==> src/colmix_pkg.sv <==
`default_nettype none

package colmix_pkg;

    // one palette pixel
    // low nibble is the colour index, upper bits select the palette
    typedef logic [8:0] pix_t;

    // pixel position inside a line buffer
    typedef logic [8:0] pix_addr_t;

    // done flags of layers 1 to 3, bit 0 is layer 1
    typedef logic [2:0] layer_done_t;

    // visible pixels per line
    localparam int unsigned LINE_PIXELS = 448;

    // last visible address, end of the dump
    localparam pix_addr_t LAST_PIX_ADDR = pix_addr_t'(LINE_PIXELS - 1);

    // line buffer depth, full address range
    localparam int unsigned BUF_DEPTH = 512;

    // colour index 15 is see-through
    localparam logic [3:0] TRANSP_CODE = 4'hf;

    // write from one scroll renderer
    typedef struct packed {
        logic      wr;
        pix_addr_t addr;
        pix_t      pix;
    } layer_wr_t;

    // write towards the frame buffer
    typedef struct packed {
        pix_addr_t addr;
        pix_t      pix;
    } line_wr_t;

    // mixer sequencer
    typedef enum logic [1:0] {
        FILL,
        READ,
        PRESENT,
        DONE
    } mix_state_t;

endpackage

`default_nettype wire

==> src/line_mixer.sv <==
`timescale 1ns/1ps
`default_nettype none

module line_mixer (
    input  wire                         clk,
    input  wire                         rst,
    // level flags from the three renderers
    input  wire colmix_pkg::layer_done_t scr_done,
    // re-arm pulse, only honoured in DONE
    input  wire                         start,
    // buffer read data, one cycle behind rd_addr
    input  wire colmix_pkg::pix_t       scr1_pix,
    input  wire colmix_pkg::pix_t       scr2_pix,
    input  wire colmix_pkg::pix_t       scr3_pix,
    // buffer control
    output logic                        fill,
    output colmix_pkg::pix_addr_t       rd_addr,
    // frame buffer port
    output colmix_pkg::line_wr_t        line,
    output logic                        line_wr,
    input  wire                         line_wr_ok,
    output logic                        line_done
);
    import colmix_pkg::*;

    mix_state_t state;

    // read data for rd_addr is sitting in the buffer registers
    logic rd_valid;

    // all three layers finished rendering
    logic all_done;

    // transfer accepted by the frame buffer this edge
    logic xfer;

    // merged pixel for the current read
    pix_t mix_pix;

    assign all_done = &scr_done;
    assign xfer     = line_wr & line_wr_ok;

    // renderers may only write while filling
    assign fill = (state == FILL);

    // fixed priority, layer 1 on top
    // layer 3 is the backdrop and is taken as is
    always_comb begin
        if (scr1_pix[3:0] != TRANSP_CODE) begin
            mix_pix = scr1_pix;
        end else if (scr2_pix[3:0] != TRANSP_CODE) begin
            mix_pix = scr2_pix;
        end else begin
            mix_pix = scr3_pix;
        end
    end

    // sequencer
    always_ff @(posedge clk or posedge rst) begin
        if (rst) begin
            state     <= FILL;
            rd_addr   <= '0;
            rd_valid  <= 1'b0;
            line      <= '0;
            line_wr   <= 1'b0;
            line_done <= 1'b0;
        end else begin
            case (state)
                FILL: begin
                    // dump always starts from pixel 0
                    rd_addr  <= '0;
                    rd_valid <= 1'b0;
                    if (all_done) begin
                        state <= READ;
                    end
                end

                READ: begin
                    if (!rd_valid) begin
                        // address out this cycle
                        // buffer data lands on this edge
                        rd_valid <= 1'b1;
                    end else begin
                        // merge and present, address is the one read
                        line.addr <= rd_addr;
                        line.pix  <= mix_pix;
                        line_wr   <= 1'b1;
                        rd_valid  <= 1'b0;
                        state     <= PRESENT;
                    end
                end

                PRESENT: begin
                    // line and line_wr hold until the frame buffer takes it
                    if (xfer) begin
                        line_wr <= 1'b0;
                        if (rd_addr == LAST_PIX_ADDR) begin
                            line_done <= 1'b1;
                            state     <= DONE;
                        end else begin
                            rd_addr <= rd_addr + 1'b1;
                            state   <= READ;
                        end
                    end
                end

                DONE: begin
                    // line_done stays up until re-armed
                    if (start) begin
                        line_done <= 1'b0;
                        state     <= FILL;
                    end
                end

                default: begin
                    state <= FILL;
                end
            endcase
        end
    end

endmodule

`default_nettype wire

==> config.mk <==
export PLATFORM = sky130hd
export DESIGN_NAME = line_mixer
export DESIGN_NICKNAME = d
export VERILOG_FILES = /design/src/colmix_pkg.sv /design/src/line_mixer.sv
export SDC_FILE = /design/constraint.sdc
export NUM_CORES = 1
export LEC_CHECK = 0
export BUFFER_PORTS_ARGS = -buffer_cell sky130_fd_sc_hd__buf_2
export CAP_MARGIN = 15
export CELL_PAD_IN_SITES_DETAIL_PLACEMENT = 1
export CELL_PAD_IN_SITES_GLOBAL_PLACEMENT = 2
export CORE_AREA = 2 2 80 82
export DETAILED_ROUTE_END_ITERATION = 12
export DIE_AREA = 0 0 82 84
export PLACE_DENSITY = 0.79
export SLEW_MARGIN = 5
export SYNTH_ARGS = -nofsm -noshare
export SYNTH_HDL_FRONTEND = slang
export SYNTH_SLANG_ARGS = --single-unit
==> constraint.sdc <==
create_clock -name clk -period 2.2 [get_ports clk]
set_clock_uncertainty 0.15 [all_clocks]
set_input_delay 0.55 -clock clk [delete_from_list [all_inputs] [get_ports clk]]
set_output_delay 0.55 -clock clk [all_outputs]
set_load 0.05 [all_outputs]
Word level (Yosys, flattened, before mapping). Cells that the tools add are included.

Add/sub/neg operators: 1. Multiplexer cells: 20. Bitwise logic cells: 1. Reduce and logical (&&, ||, !) cells: 11. Equality and inequality tests: 12.

Operators with widths (count): $mux W9 (4); $pmux W9 S2 (1); $mux W2 (5); $ne A2 B2 Y1 const B (5); $add A9 B1 Y9 const B (1); $eq A9 B9 Y1 const B (1); $reduce_and A3 Y1 (3); $ne A4 B4 Y1 const B (2); $pmux W2 S4 (1); $reduce_and A4 Y1 (2); $reduce_bool A2 Y1 (4); $mux W1 (6); $pmux W1 S2 (3); $eq A2 B2 Y1 const B (2); $eq A2 B1 Y1 const B (1); $logic_not A2 Y1 (1); $ne A2 B1 Y1 const B (1); $reduce_and A2 Y1 (1); $and A1 B1 Y1 (1).

Flip-flop bits (word level): 32. Bits of input ports: 34. Word-level logic and storage cells: 52.

Longest topological paths before layout.
Depth in word-level cells: 4. Gate-level depth with buffers: 5.

Worst setup path before layout. Ideal clock, no wire load.

Path type: register to register. Start point: register rd_addr[0]. End point: register rd_addr[5]. Buffers on the path: 0. Arrival: 1886 ps. Cell stages (with the launch flop): 6. Required time: 1946 ps. Slack: 59 ps. Cell sequence: dfrtp_1 > ha_1 > and2_1 > a31o_4 > or3_1 > o311ai_1.

Word-level cells in the longest chain between the ends: 4. Elaborated cells on any way between the ends: 7. Those cells by class: 1 x add/sub; 2 x eq/ne; 3 x mux; 1 x reduce/logical.

RTL lines: from (decl) (RTL line line_mixer.sv:17) `output colmix_pkg::pix_addr_t rd_addr,`; from (signal assigned) (RTL line line_mixer.sv:101) `rd_addr <= rd_addr + 1'b1;`; $add A9 B1 Y9 (RTL line line_mixer.sv:101); $mux W9 (RTL line line_mixer.sv:97) `if (rd_addr == LAST_PIX_ADDR) begin`; $mux W9 (RTL line line_mixer.sv:95) `if (xfer) begin`; $pmux W9 S2 (RTL line line_mixer.sv:68) `case (state)`.

Several ways; a longest one is shown, not always the timed one. The select of a mux whose other input is x is not followed. A chain may end at the register's enable or synchronous reset.

Worst setup path after layout. Ends and elaborated chain as after synthesis.

==> flow_summary.toml <==
[route]
drc = 0
total_number_of_vias = 1505
detail_route.vias_per_cell = 4.73
dr.first_iter.drc_count = 34
wl_um = 4240
antenna_violating_nets_post_route = 0
detailedRoute.firstPassIterationCount = 3
avgRoutedWirePerCell_um = 13.3

[sta]
worst_hold_slack_ps = 193
max-slew-margin-rel_pct = 70.1
finalCritPeriodShare_pct = 89.7
rsz_0062_raised_after_global_routing = "no"
worst_slew_pin_slew_ps = 447
final_max_slew_viol_count = 0
finalSetupViolCount = 0
final_period_minus_worst_setup_slack_ps = 1970
fin_tns_setup_ps = 0
finalHoldViolCount = 0
max_freq_mhz = 507

[synth]
netlist-cell-type-count = 36
synth.avg_cell_area_sq_um = 9.78
synth.area.top_cells = "sky130_fd_sc_hd__dfrtp_1, sky130_fd_sc_hd__mux2_2, sky130_fd_sc_hd__nand2_1, sky130_fd_sc_hd__o21ai_0, sky130_fd_sc_hd__mux2i_1"
synthCells = 168
synth_flop_cell = "sky130_fd_sc_hd__dfrtp_1"
asyncSetResetFlopFracSynth_pct = 100
library_cell_with_the_largest_summed_area_after_synthesis = "sky130_fd_sc_hd__dfrtp_1"
yosys_warnings = 0
synth_top_area_share_pct = 48.7
seq_area_frac_synth_pct = 48.7
synth-seq-cells = 32
synth_enable_flop_cells = 0
mappedNetlistArea_sq_um = 1640
syn_nets = 203

[power_and_ir_drop]
swShare_pct = 45.5
power_frac_seq_pct = 35.8
combinationalPowerShare_pct = 44.7
power.share.clock_pct = 19.4
power.internal_mw = 1.30
net-switching-power_mw = 1.09
worst_ir_drop_vdd_uv = 387
cellPowerDensity_nw_per_um2 = 1090
static-leakage-power_nw = 1.14

[worst_setup_path]
worst_path_largest_cell_delay_ps = 430
crit_path_max_fanout = 7
crit_type = "flip-flop to flip-flop"
worst_ep_arrival_time_ps = 2000
critical_path.startpoint_type = "flip-flop"
setup.worst_path.end_class = "flip-flop"
timing.critical_path.required_ps = 2230
critical_path.slowest_cell = "sky130_fd_sc_hd__dfrtp_1"
rr_startpoint = "rd_addr[0]"
timing.rr.end = "rd_addr[5]"
timing.reg2reg.setup_slack_ps = 230
number_of_cells_on_the_worst_reg_to_reg_path = 5
cp_cell_instances = "ha_1 -> and2_1 -> a31o_4 -> or3_1 -> o311ai_1"

[cts]
cts_tree = "built"
cts_buffer_count = 5
clk_pin_slew_worst_paths_ps = 70
cts_sinks = 32
cts_max_path_bufs = 2
htree_levels = 2
cts_repair_resize_count = 0
ctsHoldBuffers = 0
cts_setup_buffers = 0
cts_root_buf = "sky130_fd_sc_hd__clkbuf_8"
clock_insertion_delay_worst_skew_ps = 280

[finish]
finalNonFillerCells = 318
final_common_cell = "sky130_fd_sc_hd__buf_2"
num_antenna_cells = 0
area_growth_syn_to_layout_pct = 33.2
number_of_nets_in_the_final_layout = 275
layout.cells.most_common_list = "sky130_fd_sc_hd__buf_2, sky130_fd_sc_hd__nand2_1, sky130_fd_sc_hd__dfrtp_1, sky130_fd_sc_hd__o21ai_0, sky130_fd_sc_hd__mux2_2"
layout-drive-gt1-share_pct = 39.8
n_fill_cell = 745
stdcell_area_sq_um = 2190

[min_path]
holdCritPathClass = "input port to async pin"

[die]
die_width_um = 82
floorplan.rows = 29
die_area_sq_um = 6890
starting_utilization_of_the_core_area_pct = 26.9
floorplan.core_area_sq_um = 6100
die_height_um = 84
floorplan.io_pins = 64

[placement]
numPortBuffers = 63
postPlaceCellArea_sq_um = 2100
place_congestion = 0.708
numPlacedInstances = 310
dp.final_hpwl_um = 3350

[global_route]
antenna_found_initial = 0
grt_first_pass_wirelength_um = 6910
largest_net_degree_at_the_start_of_global_routing = 33
number_of_global_route_vias_before_repair = 1549
overall_routing_resource_usage_pct = 12.7
grt-ovfl-total = 0

[outcome]
status = "complete, no violations"

[job]
maxCapViolations = 0
==> power groups by stage <==
| stage | Sequential [mW] | Combinational, mW | Clock, mW |
|---|---|---|---|
| floorplan | 1.20 | 0.435 | 0 |
| global placement | 0.862 | 1.07 | 0 |
| detailed placement | 0.871 | 1.08 | 0 |
| CTS | 0.860 | 1.09 | 0.486 |
| global route | 0.881 | 1.15 | 0.512 |
| finish | 0.856 | 1.07 | 0.464 |
==> registers in the layout, summed over array words and instances (netlist names) <==
signal,count
rd_addr,9
line_done,1
line,18
rd_valid,1
line_wr,1
state,2
==> worst max-delay path: cells and delay by family, from the launching register on <==
kind	cells	cell delay, ps
AND/OR/NAND/NOR	2	540
AO/OA/AOI/OAI	2	480
flip-flops	1	430
adder cells (fa/ha/maj)	1	260
==> metal layers <==
metal	GRT usage, %	vias to the layer above	routed length (um)
met3	4.44	6	405
met1	14.1	696	1770
met5	0	-	0
li1	-	750	-
met4	4.09	0	53
met2	22.0	53	2010
==> worst max path at each step <==
| stage | start | end | depth (start not counted) |
|---|---|---|---|
| after detailed placement | rd_addr[0] | rd_addr[5] | 5 |
| after global routing | rd_addr[0] | rd_addr[5] | 5 |
| after CTS | rd_addr[0] | rd_addr[5] | 5 |
| after global placement | rd_addr[0] | rd_addr[5] | 5 |
| final | rd_addr[0] | rd_addr[5] | 5 |
| after floorplan | rd_addr[0] | rd_addr[5] | 5 |
==> cells in the mapped netlist, types with 2 or more instances <==
library cell / n
sky130_fd_sc_hd__mux2_2: 14
sky130_fd_sc_hd__nand3_1: 5
sky130_fd_sc_hd__inv_1: 8
sky130_fd_sc_hd__nor2_1: 4
sky130_fd_sc_hd__o311ai_0: 2
sky130_fd_sc_hd__nand2_1: 33
sky130_fd_sc_hd__clkbuf_1: 6
sky130_fd_sc_hd__o31a_1: 4
sky130_fd_sc_hd__a21oi_1: 2
sky130_fd_sc_hd__nand2b_1: 3
sky130_fd_sc_hd__o21ai_0: 19
sky130_fd_sc_hd__o211ai_1: 4
sky130_fd_sc_hd__and2_1: 2
sky130_fd_sc_hd__dfrtp_1: 32
sky130_fd_sc_hd__nand4_1: 3
sky130_fd_sc_hd__and3_1: 2
sky130_fd_sc_hd__mux2i_1: 6
==> layout make-up <==
type | count | area [sq um] | area share (%)
clock buffers | 6 | 82.6 | 3.77
clock inverters | 2 | 10.0 | 0.457
inverters | 8 | 30.0 | 1.37
multi-input cells | 121 | 786 | 35.9
flip-flops and latches | 32 | 801 | 36.6
well taps | 77 | 96.3 | 4.40
repair buffers | 72 | 383 | 17.5
==> through the flow <==
| stage | setup WS (ps) | util (%) | power [mW] |
|---|---|---|---|
| after floorplan | 59.4 | - | 1.63 |
| after global placement | 284 | 34.4 | 1.94 |
| after detailed placement | 239 | 34.4 | 1.96 |
| after CTS | 214 | 35.9 | 2.43 |
| after global routing | 104 | 35.9 | 2.55 |
| final | 226 | 35.9 | 2.39 |
==> cell families (layout without fill, tap and decap cells) <==
kind of cell | Yosys count | count (layout) | share of synthesized area [%]
buf+inv | 15 | 88 | 3.43
mux | 20 | 20 | 13.3
flops | 32 | 32 | 48.7
compound gates | 41 | 41 | 17.0
simple gates | 59 | 59 | 16.8
fa+ha+maj | 1 | 1 | 0.761
Power figures use the tool's default switching activity.
